<file path="src/rtl/qspi_pkg.sv">
`default_nettype none

package qspi_pkg;

	////////////////////////////////////////////////////////////
	// Bus and field widths

	// APB address and data widths
	localparam int ADDR_W = 9;
	localparam int DATA_W = 32;

	// SCK divider width
	localparam int CLKDIV_W = 16;

	// Receive buffer geometry, 64 words of 32 bits
	localparam int BUF_DEPTH = 64;
	localparam int BUF_PTR_W = 6;

	// Burst byte counter, wide enough to hold 256
	localparam int BURST_CNT_W = 9;

	////////////////////////////////////////////////////////////
	// Register map

	// Offsets sit on 0x20 boundaries
	localparam logic [ADDR_W-1:0] REG_CLK_DIV      = 9'h000;
	localparam logic [ADDR_W-1:0] REG_DATA         = 9'h020;
	localparam logic [ADDR_W-1:0] REG_CS_N         = 9'h040;
	localparam logic [ADDR_W-1:0] REG_STATUS       = 9'h060;
	localparam logic [ADDR_W-1:0] REG_STATUS_2     = 9'h080;
	localparam logic [ADDR_W-1:0] REG_BURST_RDLEN  = 9'h0a0;
	localparam logic [ADDR_W-1:0] REG_QUAD_CAP     = 9'h0c0;
	localparam logic [ADDR_W-1:0] REG_QBURST_RDLEN = 9'h0e0;
	// Receive buffer window, runs to the top of the address space
	localparam logic [ADDR_W-1:0] REG_BURST_RXBUF  = 9'h100;

	// Longest burst in bytes, longer requests are clamped
	localparam logic [BURST_CNT_W-1:0] MAX_BURST = 9'd256;

	// Divide ratio seen after reset
	localparam logic [CLKDIV_W-1:0] CLKDIV_RESET = 16'd100;

	// Buffer word, filled byte by byte and read as one word
	// Byte 0 lands in bits 7:0
	typedef union packed {
		logic [DATA_W-1:0]  word;
		logic [3:0][7:0]    bytes;
	} buf_word_t;

endpackage

`default_nettype wire

</file>
<file path="src/rtl/qspi_shifter.sv">
`timescale 1ns/1ns
`default_nettype none

module qspi_shifter (
	input  wire                          apb,
	input  wire                          rst_n,
	input  wire [qspi_pkg::CLKDIV_W-1:0] clkdiv,
	input  wire                          shift_en,
	input  wire                          quad_en,
	input  wire                          auto_restart,
	input  wire [7:0]                    tx_data,
	output logic                         shift_done,
	output logic [7:0]                   rx_data,
	output logic                         busy,
	output logic                         qspi_sck,
	output logic [3:0]                   qspi_dq_out,
	output logic [3:0]                   qspi_dq_tris,
	input  wire [3:0]                    qspi_dq_in
);

	logic [qspi_pkg::CLKDIV_W-1:0] div_cnt;
	logic [3:0]                    edges_left;
	logic [7:0]                    tx_sr;
	logic                          quad_q;
	logic                          last_q;
	logic                          start;
	logic                          quad_next;
	logic                          run;
	logic                          half_tick;
	logic                          rise;
	logic                          fall;

	// New byte from a command, or chained straight after a done pulse
	assign start     = shift_en || (shift_done && auto_restart);
	assign quad_next = shift_en ? quad_en : quad_q;

	// Clocking phase, excludes the closing low phase and the done cycle
	assign run       = busy && !last_q && !shift_done;
	assign half_tick = (div_cnt == clkdiv);
	assign rise      = run && half_tick && !qspi_sck;
	assign fall      = run && half_tick && qspi_sck;

	// Quad mode reads on all four lanes, single mode drives dq0 only
	assign qspi_dq_out  = quad_q ? tx_sr[7:4] : {3'b000, tx_sr[7]};
	assign qspi_dq_tris = quad_q ? 4'b1111 : 4'b1110;

	////////////////////////////////////////////////////////////
	// SCK and byte sequencing

	always_ff @(posedge apb) begin
		if (!rst_n) begin
			busy       <= 1'b0;
			qspi_sck   <= 1'b0;
			shift_done <= 1'b0;
			last_q     <= 1'b0;
			quad_q     <= 1'b0;
			div_cnt    <= '0;
			edges_left <= '0;
			tx_sr      <= '0;
		end else begin
			shift_done <= 1'b0;
			if (start) begin
				busy       <= 1'b1;
				last_q     <= 1'b0;
				div_cnt    <= '0;
				quad_q     <= quad_next;
				// 8 rising edges per byte in single mode, 2 in quad
				edges_left <= quad_next ? 4'd2 : 4'd8;
				// MSB goes out before the first rising edge
				tx_sr      <= tx_data;
			end else if (shift_done) begin
				busy <= 1'b0;
			end else if (last_q) begin
				// SCK back low, done pulse follows the last rising edge
				last_q     <= 1'b0;
				qspi_sck   <= 1'b0;
				shift_done <= 1'b1;
			end else if (busy) begin
				if (half_tick) begin
					div_cnt  <= '0;
					qspi_sck <= !qspi_sck;
				end else begin
					div_cnt <= div_cnt + 1'b1;
				end
				if (rise) begin
					edges_left <= edges_left - 4'd1;
					if (edges_left == 4'd1)
						last_q <= 1'b1;
				end
				// Next bits change on the falling edge
				if (fall)
					tx_sr <= quad_q ? {tx_sr[3:0], 4'b0000} : {tx_sr[6:0], 1'b0};
			end
		end
	end

	// Sample on rising SCK, MSB first
	always_ff @(posedge apb) begin
		if (rise)
			rx_data <= quad_q ? {rx_data[3:0], qspi_dq_in} : {rx_data[6:0], qspi_dq_in[1]};
	end

	// Register stage must wait for the done pulse before the next command
	assert property (@(posedge apb) disable iff (!rst_n) shift_en |-> !busy)
		else $error("shift_en issued while the shifter is busy");

endmodule

`default_nettype wire

</file>
<file path="src/rtl/rx_burst_buffer.sv">
`timescale 1ns/1ns
`default_nettype none

module rx_burst_buffer (
	input  wire                             apb,
	input  wire                             rst_n,
	input  wire                             burst_start,
	input  wire                             burst_active,
	input  wire                             shift_done,
	input  wire [7:0]                       rx_data,
	input  wire [qspi_pkg::BUF_PTR_W-1:0]   rptr,
	output logic [qspi_pkg::DATA_W-1:0]     rdata,
	output logic [qspi_pkg::BUF_PTR_W:0]    wptr,
	output logic                            word_ready
);

	// Word being packed and the buffer RAM
	qspi_pkg::buf_word_t         wword;
	logic [qspi_pkg::DATA_W-1:0] ram [qspi_pkg::BUF_DEPTH];

	// Byte lane for the next received byte
	logic [1:0]                  wvalid;
	logic                        wr_q;
	logic                        byte_in;
	logic [qspi_pkg::BUF_PTR_W:0] rptr_ext;
	logic                        fwd_hit;

	assign byte_in  = shift_done && burst_active;
	assign rptr_ext = {1'b0, rptr};

	////////////////////////////////////////////////////////////
	// Read port

	// Word is being written this cycle at the read address
	assign fwd_hit    = wr_q && (wptr == rptr_ext);
	assign word_ready = (rptr_ext < wptr) || fwd_hit;
	assign rdata      = fwd_hit ? wword.word : ram[rptr];

	////////////////////////////////////////////////////////////
	// Write side

	always_ff @(posedge apb) begin
		if (!rst_n) begin
			wptr   <= '0;
			wvalid <= '0;
			wr_q   <= 1'b0;
		end else begin
			wr_q <= 1'b0;
			if (burst_start) begin
				// New burst fills from word 0
				wptr   <= '0;
				wvalid <= '0;
			end else begin
				if (wr_q)
					wptr <= wptr + 1'b1;
				if (byte_in) begin
					wvalid <= wvalid + 2'd1;
					// Fourth byte completes the word, write next cycle
					if (wvalid == 2'd3)
						wr_q <= 1'b1;
				end
			end
		end
	end

	// Little-endian packing and RAM write
	always_ff @(posedge apb) begin
		if (byte_in)
			wword.bytes[wvalid] <= rx_data;
		if (wr_q)
			ram[wptr[qspi_pkg::BUF_PTR_W-1:0]] <= wword.word;
	end

	// Clamped burst length keeps the buffer from overflowing
	assert property (@(posedge apb) disable iff (!rst_n) wptr <= qspi_pkg::BUF_DEPTH)
		else $error("receive buffer write pointer past the end");

endmodule

`default_nettype wire

</file>
<file path="src/rtl/apb_qspi_regs.sv">
`timescale 1ns/1ns
`default_nettype none

module apb_qspi_regs (
	input  wire                             apb,
	input  wire                             rst_n,
	input  wire [qspi_pkg::ADDR_W-1:0]      paddr,
	input  wire                             psel,
	input  wire                             penable,
	input  wire                             pwrite,
	input  wire [qspi_pkg::DATA_W-1:0]      pwdata,
	output logic [qspi_pkg::DATA_W-1:0]     prdata,
	output logic                            pready,
	output logic                            pslverr,
	output logic                            qspi_cs_n,
	input  wire                             shift_done,
	input  wire [7:0]                       rx_data,
	input  wire                             busy,
	input  wire [qspi_pkg::DATA_W-1:0]      rdata,
	input  wire                             word_ready,
	output logic                            shift_en,
	output logic                            quad_en,
	output logic [7:0]                      tx_data,
	output logic [qspi_pkg::CLKDIV_W-1:0]   clkdiv,
	output logic                            auto_restart,
	output logic                            burst_start,
	output logic                            burst_active,
	output logic [qspi_pkg::BUF_PTR_W-1:0]  rptr
);

	logic                               access;
	logic                               wr;
	logic                               rxbuf_sel;
	logic                               reg_mapped;
	logic                               stall;
	logic                               data_wr;
	logic                               burst_wr;
	logic [qspi_pkg::BURST_CNT_W-1:0]   burst_len;
	logic [qspi_pkg::BURST_CNT_W-1:0]   burst_count;
	logic [qspi_pkg::CLKDIV_W-1:0]      clkdiv_rd;
	logic [7:0]                         last_rx;

	////////////////////////////////////////////////////////////
	// APB handshake and decode

	assign access    = psel && penable;
	// Word aligned addresses from 0x100 up hit the receive buffer
	assign rxbuf_sel = (paddr >= qspi_pkg::REG_BURST_RXBUF) && (paddr[1:0] == 2'b00);
	assign rptr      = paddr[qspi_pkg::BUF_PTR_W+1:2];

	// Only a buffer read ahead of the burst waits
	assign stall   = access && !pwrite && rxbuf_sel && burst_active && !word_ready;
	assign pready  = access && !stall;
	assign pslverr = pready && !reg_mapped;
	assign wr      = pready && pwrite;

	always_comb begin
		case (paddr)
			qspi_pkg::REG_CLK_DIV, qspi_pkg::REG_DATA, qspi_pkg::REG_CS_N,
			qspi_pkg::REG_STATUS, qspi_pkg::REG_STATUS_2, qspi_pkg::REG_BURST_RDLEN,
			qspi_pkg::REG_QUAD_CAP, qspi_pkg::REG_QBURST_RDLEN: reg_mapped = 1'b1;
			default: reg_mapped = rxbuf_sel;
		endcase
	end

	////////////////////////////////////////////////////////////
	// Shift commands

	// Commands only go out to an idle shifter, otherwise dropped
	assign data_wr  = wr && (paddr == qspi_pkg::REG_DATA) && !busy;
	assign burst_wr = wr && !busy && !burst_active && (pwdata != '0) &&
		((paddr == qspi_pkg::REG_BURST_RDLEN) || (paddr == qspi_pkg::REG_QBURST_RDLEN));

	// Bursts clock out 0x00 while reading
	assign shift_en     = data_wr || burst_wr;
	assign quad_en      = burst_wr && (paddr == qspi_pkg::REG_QBURST_RDLEN);
	assign tx_data      = data_wr ? pwdata[7:0] : 8'h00;
	assign burst_start  = burst_wr;
	assign auto_restart = burst_active && (burst_count > 9'd1);

	// Clamp to 256 bytes
	assign burst_len = (pwdata > qspi_pkg::MAX_BURST) ? qspi_pkg::MAX_BURST :
		pwdata[qspi_pkg::BURST_CNT_W-1:0];

	////////////////////////////////////////////////////////////
	// Read data

	assign clkdiv_rd = clkdiv + 1'b1;

	always_comb begin
		prdata = '0;
		if (rxbuf_sel) begin
			prdata = rdata;
		end else begin
			case (paddr)
				qspi_pkg::REG_CLK_DIV: prdata[qspi_pkg::CLKDIV_W-1:0] = clkdiv_rd;
				qspi_pkg::REG_DATA:    prdata[7:0] = last_rx;
				qspi_pkg::REG_CS_N:    prdata[0] = qspi_cs_n;
				qspi_pkg::REG_STATUS, qspi_pkg::REG_STATUS_2:
					prdata[0] = busy || burst_active;
				qspi_pkg::REG_QUAD_CAP: prdata[0] = 1'b1;
				// Length registers read back the bytes still to come
				qspi_pkg::REG_BURST_RDLEN, qspi_pkg::REG_QBURST_RDLEN:
					prdata[qspi_pkg::BURST_CNT_W-1:0] = burst_count;
				default: prdata = '0;
			endcase
		end
	end

	////////////////////////////////////////////////////////////
	// Control registers and burst counter

	always_ff @(posedge apb) begin
		if (!rst_n) begin
			qspi_cs_n    <= 1'b1;
			clkdiv       <= qspi_pkg::CLKDIV_RESET - 1'b1;
			burst_active <= 1'b0;
			burst_count  <= '0;
		end else begin
			if (wr && (paddr == qspi_pkg::REG_CS_N))
				qspi_cs_n <= pwdata[0];
			// Divider holds the ratio minus one
			if (wr && (paddr == qspi_pkg::REG_CLK_DIV))
				clkdiv <= pwdata[qspi_pkg::CLKDIV_W-1:0] - 1'b1;
			if (burst_wr) begin
				burst_count  <= burst_len;
				burst_active <= 1'b1;
			end else if (shift_done && burst_active) begin
				burst_count <= burst_count - 1'b1;
				// Last byte ends the burst
				if (burst_count <= 9'd1)
					burst_active <= 1'b0;
			end
		end
	end

	// Most recent byte for REG_DATA reads
	always_ff @(posedge apb) begin
		if (shift_done)
			last_rx <= rx_data;
	end

endmodule

`default_nettype wire

</file>
<file path="src/rtl/apb_qspi_host.sv">
`timescale 1ns/1ns
`default_nettype none

module apb_qspi_host (
	input  wire                           apb,
	input  wire                           rst_n,
	input  wire [qspi_pkg::ADDR_W-1:0]    paddr,
	input  wire                           psel,
	input  wire                           penable,
	input  wire                           pwrite,
	input  wire [qspi_pkg::DATA_W-1:0]    pwdata,
	output wire [qspi_pkg::DATA_W-1:0]    prdata,
	output wire                           pready,
	output wire                           pslverr,
	output wire                           qspi_sck,
	output wire [3:0]                     qspi_dq_out,
	output wire [3:0]                     qspi_dq_tris,
	output wire                           qspi_cs_n,
	input  wire [3:0]                     qspi_dq_in
);

	// Register stage to shifter
	wire                            shift_en;
	wire                            quad_en;
	wire [7:0]                      tx_data;
	wire [qspi_pkg::CLKDIV_W-1:0]   clkdiv;
	wire                            auto_restart;
	wire                            shift_done;
	wire [7:0]                      rx_data;
	wire                            busy;

	// Register stage to receive buffer
	wire                            burst_start;
	wire                            burst_active;
	wire [qspi_pkg::BUF_PTR_W-1:0]  rptr;
	wire [qspi_pkg::DATA_W-1:0]     rdata;
	wire                            word_ready;

	////////////////////////////////////////////////////////////
	// Pipeline stages

	apb_qspi_regs i_apb_qspi_regs (
		.apb(apb), .rst_n(rst_n), .paddr(paddr), .psel(psel), .penable(penable),
		.pwrite(pwrite), .pwdata(pwdata), .prdata(prdata), .pready(pready),
		.pslverr(pslverr), .qspi_cs_n(qspi_cs_n), .shift_done(shift_done),
		.rx_data(rx_data), .busy(busy), .rdata(rdata), .word_ready(word_ready),
		.shift_en(shift_en), .quad_en(quad_en), .tx_data(tx_data), .clkdiv(clkdiv),
		.auto_restart(auto_restart), .burst_start(burst_start),
		.burst_active(burst_active), .rptr(rptr)
	);

	qspi_shifter i_qspi_shifter (
		.apb(apb), .rst_n(rst_n), .clkdiv(clkdiv), .shift_en(shift_en),
		.quad_en(quad_en), .auto_restart(auto_restart), .tx_data(tx_data),
		.shift_done(shift_done), .rx_data(rx_data), .busy(busy),
		.qspi_sck(qspi_sck), .qspi_dq_out(qspi_dq_out),
		.qspi_dq_tris(qspi_dq_tris), .qspi_dq_in(qspi_dq_in)
	);

	// Write pointer feeds word_ready only
	rx_burst_buffer i_rx_burst_buffer (
		.apb(apb), .rst_n(rst_n), .burst_start(burst_start),
		.burst_active(burst_active), .shift_done(shift_done), .rx_data(rx_data),
		.rptr(rptr), .rdata(rdata), .wptr(), .word_ready(word_ready)
	);

endmodule

`default_nettype wire

</file>
<file path="config.mk">
export PLATFORM = sky130hd
export DESIGN_NAME = apb_qspi_host
export DESIGN_NICKNAME = d
export VERILOG_FILES = /design/src/rtl/qspi_pkg.sv /design/src/rtl/qspi_shifter.sv /design/src/rtl/rx_burst_buffer.sv /design/src/rtl/apb_qspi_regs.sv /design/src/rtl/apb_qspi_host.sv
export SDC_FILE = /design/constraint.sdc
export NUM_CORES = 2
export LEC_CHECK = 0
export BUFFER_PORTS_ARGS = -buffer_cell sky130_fd_sc_hd__buf_4
export CORE_MARGIN = 2
export CORE_UTILIZATION = 55
export CTS_BUF_LIST = sky130_fd_sc_hd__clkbuf_4 sky130_fd_sc_hd__clkbuf_8
export CTS_CLUSTER_SIZE = 40
export DETAILED_ROUTE_END_ITERATION = 12
export GPL_TIMING_DRIVEN = 0
export MAX_ROUTING_LAYER = met4
export PLACE_DENSITY = 0.73
export SLEW_MARGIN = 20
export SYNTH_ARGS = -nofsm -noshare
export SYNTH_HDL_FRONTEND = slang
export SYNTH_SLANG_ARGS = --single-unit
export TNS_END_PERCENT = 5
</file>
<file path="constraint.sdc">
create_clock -name apb -period 9.8 [get_ports apb]
set_input_delay 0.98 -clock apb [delete_from_list [all_inputs] [get_ports apb]]
set_output_delay 0.98 -clock apb [all_outputs]
set_load 0.005 [all_outputs]
</file>
Word level (Yosys, flattened, before mapping)
Memories as Yosys holds them, arrays and structs flattened.
Index checks and enable logic that the tools add are counted.

word-level totals
  flip-flop bits (word level) = 118
  memory bits (writable) = 2,048
  bits of input ports = 50
  output and inout bits = 44
  logic and storage cells = 163
  memories kept = 1

memory list
  name                   depth  bits a word  rd ports  clocked after memory_dff  wr ports  RTL line               RTL
  i_rx_burst_buffer.ram  64     32           1         0                         1         rx_burst_buffer.sv:19  logic [qspi_pkg::DATA_W-1:0] ram [qspi_pkg::BUF_DEPTH];

operators by class
  add/subtract/negate cells = 7
  $lt $le $gt $ge = 7
  equal/unequal tests = 13
  multiplexer cells = 47
  bitwise operators = 5
  reduce and logical (&&, ||, !) cells = 65

operator list
  operator                 count
  $mux W8                  9
  $mux W32                 2
  $eq A9 B8 Y1 const B     4
  $add A16 B1 Y16 const B  2
  $bwmux W32               1
  $gt A32 B9 Y1 const B    1
  $reduce_bool A32 Y1      1
  $logic_and A1 B1 Y1      28
  $mux W4                  7
  $mux W9                  3
  $pmux W7 S3              1
  $mux W1                  19
  $eq A9 B7 Y1 const B     2
  $demux W8 S2             1
  $eq A16 B16 Y1           1
  $mux W16                 1
  $reduce_bool A2 Y1       8
  $sub A16 B1 Y16 const B  1
  $reduce_and A4 Y1        3
  $eq A9 B6 Y1 const B     1
  $ge A9 B9 Y1 const B     1
  $gt A9 B1 Y1 const B     1
  $le A9 B1 Y1 const B     1
  $logic_not A1 Y1         9
  other kinds (23)         36

Depth between registers and ports, before layout
  depth in word-level cells = 16
  mapped depth = 13
  depth with buffers taken out = 8

Hierarchy
From an unflattened synthesis, not the netlist that was laid out.

second synthesis, totals
  cells, all modules = 4,760
  area, all modules = 85,678.4 um2

modules (own cells, without submodules)
  module           instances  cells an instance  area an instance (um2)  sequential area each (um2)
  rx_burst_buffer  1          4,181              80,711.2                62,660.1
  apb_qspi_regs    1          341                2,685.1                 780.7
  qspi_shifter     1          238                2,282.2                 900.9

Least setup slack after synthesis
OpenSTA, ideal clock, no wires.

  kind = input to output
  start = in paddr[2] (netlist name)
  end = out prdata[1] (netlist name)
  arrival time = 3.714 ns
  setup slack = 5.106 ns
  stages on the path = 12
  path through = buf_2 > buf_2 > buf_2 > buf_2 > inv_1 > ha_1 > nand4_1 > nor4_1 > clkbuf_1 > a22oi_1 > o2111ai_1 > nand3b_1

on the way
  cells in the longest elaborated chain, start to end = 4

RTL lines
  item                                                                     RTL line             RTL
  from (decl)                                                              apb_qspi_host.sv:7   input wire [qspi_pkg::ADDR_W-1:0] paddr,
  parallel branches: the longest is 3 deep, another holds $mem_v2 Z64 W32  --
  $mux W32 *                                                               apb_qspi_regs.sv:92  if (rxbuf_sel) begin
  to (decl)                                                                apb_qspi_host.sv:12  output wire [qspi_pkg::DATA_W-1:0] prdata,

Every way passes the cells marked *.

Final worst setup path
  start = in paddr[2] (netlist name)
  end = out prdata[21] (netlist name)

on the way
  cells in the longest elaborated chain, start to end = 4

RTL lines
  item                                                                     RTL line
  parallel branches: the longest is 3 deep, another holds $mem_v2 Z64 W32  --
  $mux W32 *                                                               apb_qspi_regs.sv:92

Marked as above.

==> qor.log <==
[timing] worst hold margin 0.217 ns
[clocking] TritonCTS Buffers 345
[yosys] Cell variety after synth 72
[die] floorplan die width 395 um
[global_route] initial antenna violation count 10
[route] detailed-route wire length per cell 37.6 um
[yosys] syn_area_per_cell 21.7 um2
[yosys] synthesized flop and latch total 2166
[place] IO Port Bufs 88
[power_and_ir_drop] Psw 3880 uW
[timing] final clock skew 0.0766 ns
[global_route] global-route wire length before repair 350 mm
[setup_path] sort of element at the start of the critical path input pin
[hold_path] hold path startpoint pwdata[4]
[route] number of iterations in the first detailed-routing pass 11
[yosys] most area-consuming cells after synthesis edfxtp_1 (75%), mux4_2 (16%), dfxtp_1 (1.7%), nor2_1 (0.65%), a22oi_1 (0.63%)
[power_and_ir_drop] Pleak 0.0314 uW
[global_route] largest net degree at the start of global routing 33
[die] die outline area 156000 um2
[timing] Post-Route Setup TNS 0 ns
[die] effective utilization at floorplan 55.3%
[hold_path] Hold Crit Endpoint i_qspi_shifter.tx_sr[4]$_SDFFE_PN0P_
[power_and_ir_drop] Clock Power Share 40.8%
[route] total wirelength of the detailed-routed design 256 mm
[place] half-perimeter wire length after detailed placement 175 mm
[clocking] post-cts repair resize count 0
[yosys] number of warnings reported in the yosys synthesis log 0
[die] core region area 152000 um2
[yosys] most used standard cells in the synthesized netlist edfxtp_1 (2096), mux4_2 (589), nor2_1 (145), nand2_1 (130), clkbuf_1 (112)
[yosys] asr flop ratio synth 0%
[power_and_ir_drop] switching share of power 21.4%
[power_and_ir_drop] Pint 14200 uW
[layout] share of cells above drive strength 1 33.3%
[layout] fill cell total of the finished layout 9371
[clocking] CTS hold repair buffers 0
[global_route] Tot GR Track Use 33.7%
[route] iteration-0 DRC count of the detailed router 8666
[die] DIE HEIGHT 395 um
[timing] # setup viols final 0
[setup_path] type of destination of the critical path output pin
[yosys] Most used DFF post-synth edfxtp_1
[timing] Tmin final 8.00 ns
[layout] post-synthesis to final-layout area growth 17.6%
[setup_path] largest fanout on the critical path 11
[yosys] Seq/Total Area, Yosys 76.5%
[global_route] grt total ovfl 0
[route] total number of vias 46800
[timing] worst slew pin tran 1.29 ns
[timing] RSZ-0062 raised after global routing no
[setup_path] data required time of the critical path 8.82 ns
[layout] total number of nets in the final design 4605
[hold_path] worst hold path class in -> reg
[setup_path] length in cells of the worst reg-to-reg path 8
[power_and_ir_drop] sequential share of power 55.1%
[clocking] clk buf depth 4
[yosys] EDFF count, synth 2096
[timing] final max-slew violation count 0
[outcome] result of the run finished clean
[route] number of antenna-violating nets in the routed design 0
[die] Std-Cell Rows 143
[timing] Fin. Hold Viols 0
[yosys] combined area of all synthesized cells 84100 um2
[yosys] Yosys top cell by area edfxtp_1
[clocking] number of H-tree branching levels 5
[timing] final worst-path setup slack 1.80 ns
[clocking] buffer type at the clock tree root clkbuf_8
[setup_path] arrival time worst endpoint 7.02 ns
[yosys] top cell type's share of synthesized area 74.9%
[clocking] sinks on the clock net 2166
[die] Ports 94
[yosys] most repeated cell in the gate-level netlist after synthesis edfxtp_1
[clocking] clock slew at reported path FFs 0.06 ns
[setup_path] first element of the critical path paddr[2]
[setup_path] launching point of the worst reg2reg path i_rx_burst_buffer.wr_q$_SDFF_PP0_
[power_and_ir_drop] power per unit of standard cell area 183 nW/um2
[run] count of maximum capacitance violations 0
[global_route] vias in the first global route 45800
[clocking] post-CTS repair timing setup buffer count 0
[route] DR DRC count 0
[hold_path] Worst Hold Depth 3
[clocking] CTS tree built
[timing] Max Clk Rate 0.125 GHz
[power_and_ir_drop] Peak VDD IR 0.165 mV
[power_and_ir_drop] share of power burned in combinational logic 4.1%
[timing] final clock period utilization by the worst path 81.7%
[route] average vias per placed instance 6.86
[setup_path] reg-to-reg setup timing slack 6.23 ns
[yosys] cell count after synthesis 3873
[setup_path] RR Endpoint i_rx_burst_buffer.ram[32][27]$_DFFE_PP_
[place] Final Wtd Congestion 0.948
[clocking] Clk Latency, worst-skew pair 1.08 ns
[timing] tightest slew margin relative to the limit 14.1%
[place] post-place setup slack 2.28 ns
[setup_path] kind of critical path in -> out
layer usage:
layer / wire length (um) / GRT usage, %
met4: 16100 / 16.8
met3: 42200 / 12.0
met1: 85700 / 43.9
met2: 112000 / 47.5
met5: 0 / -
layout make-up:
class	instances	area, um2	area share (%)
flip-flops and latches	2166	64300	65.1
clock buffers	458	5630	5.70
multi-input cells	1470	19200	19.5
well taps	2030	2540	2.57
clock inverters	124	752	0.761
diodes	17	42.5	0.0430
inverters	28	105	0.106
repair buffers	315	5290	5.35
plain buffers	211	910	0.920
stage by stage:
| stage | cells | cell area (um2) | util, % | total power (uW) |
|---|---|---|---|---|
| 2_1_floorplan | 3875 | 84100 | - | 10600 |
| 3_3_place_gp | 5993 | 87300 | 57.4 | 10900 |
| 3_5_place_dp | 6219 | 92400 | 60.8 | 10900 |
| 4_1_cts | 6801 | 98800 | 65.0 | 18100 |
| 5_1_grt | 6816 | 98800 | 65.1 | 18500 |
| 6_report | 6819 | 98800 | 65.1 | 18100 |
cell usage in the layout, fill, tap and decap left out, types with 38 or more instances in the layout:
master	instances
clkbuf_4	107
buf_2	68
mux4_2	589
nor2_4	60
mux2i_1	42
a22oi_1	71
o21ai_0	38
buf_8	62
clkbuf_1	101
xor2_1	39
edfxtp_1	2096
nor2_1	85
a21oi_1	68
buf_4	112
buf_12	42
nand2_1	130
clkbuf_8	351
buf_16	95
clkinv_1	86
dfxtp_1	70
nand3_1	42
critical path: stages:
cell	delay, ns
buf_4	0.09
buf_2	0.38
buf_2	0.45
buf_2	0.52
buf_2	0.43
inv_1	0.31
ha_1	0.38
nand4_1	0.23
nor2_1	0.25
clkbuf_1	0.72
clkbuf_1	0.97
a311oi_1	0.32
a21oi_1	0.69
buf_4	0.23
how the worst max path moves through the flow:
stage / end / slack (ns) / cells after the start
detailed placement: prdata[26] / 2.28 / 14
floorplan: prdata[1] / 5.11 / 12
global route: prdata[21] / 1.79 / 14
finish: prdata[21] / 1.80 / 14
global placement: i_rx_burst_buffer.ram[32][27]$_DFFE_PP_ / 1.97 / 4
CTS: prdata[26] / 2.28 / 14
logic make-up after synthesis:
| family | synth area share (%) |
|---|---|
| simple gates | 2.58 |
| mux | 16.4 |
| buf+inv | 1.18 |
| fa+ha+maj | 0.268 |
| compound gates | 2.29 |
| flops | 76.5 |
| other cells | 0.00446 |
| xor+xnor | 0.709 |
power by group through the flow:
stage	Clock, uW	Sequential, uW	Combinational [uW]
floorplan	0	10200	434
global placement	0	10200	702
detailed placement	0	10200	711
CTS	7400	10000	714
global route	7780	9990	749
finish	7400	9990	735
flip-flops by register name (all words and copies together) (netlist names), 2 cells and up:
name,cells
i_qspi_shifter.edges_left,4
i_rx_burst_buffer.ram,2048
i_rx_burst_buffer.wvalid,2
i_apb_qspi_regs.burst_count,9
i_apb_qspi_regs.last_rx,8
i_qspi_shifter.tx_sr,8
i_apb_qspi_regs.clkdiv,16
i_qspi_shifter.rx_data,8
i_rx_burst_buffer.wword,32
i_qspi_shifter.div_cnt,16
i_rx_burst_buffer.wptr,7
(Power assumes the default switching activity.)
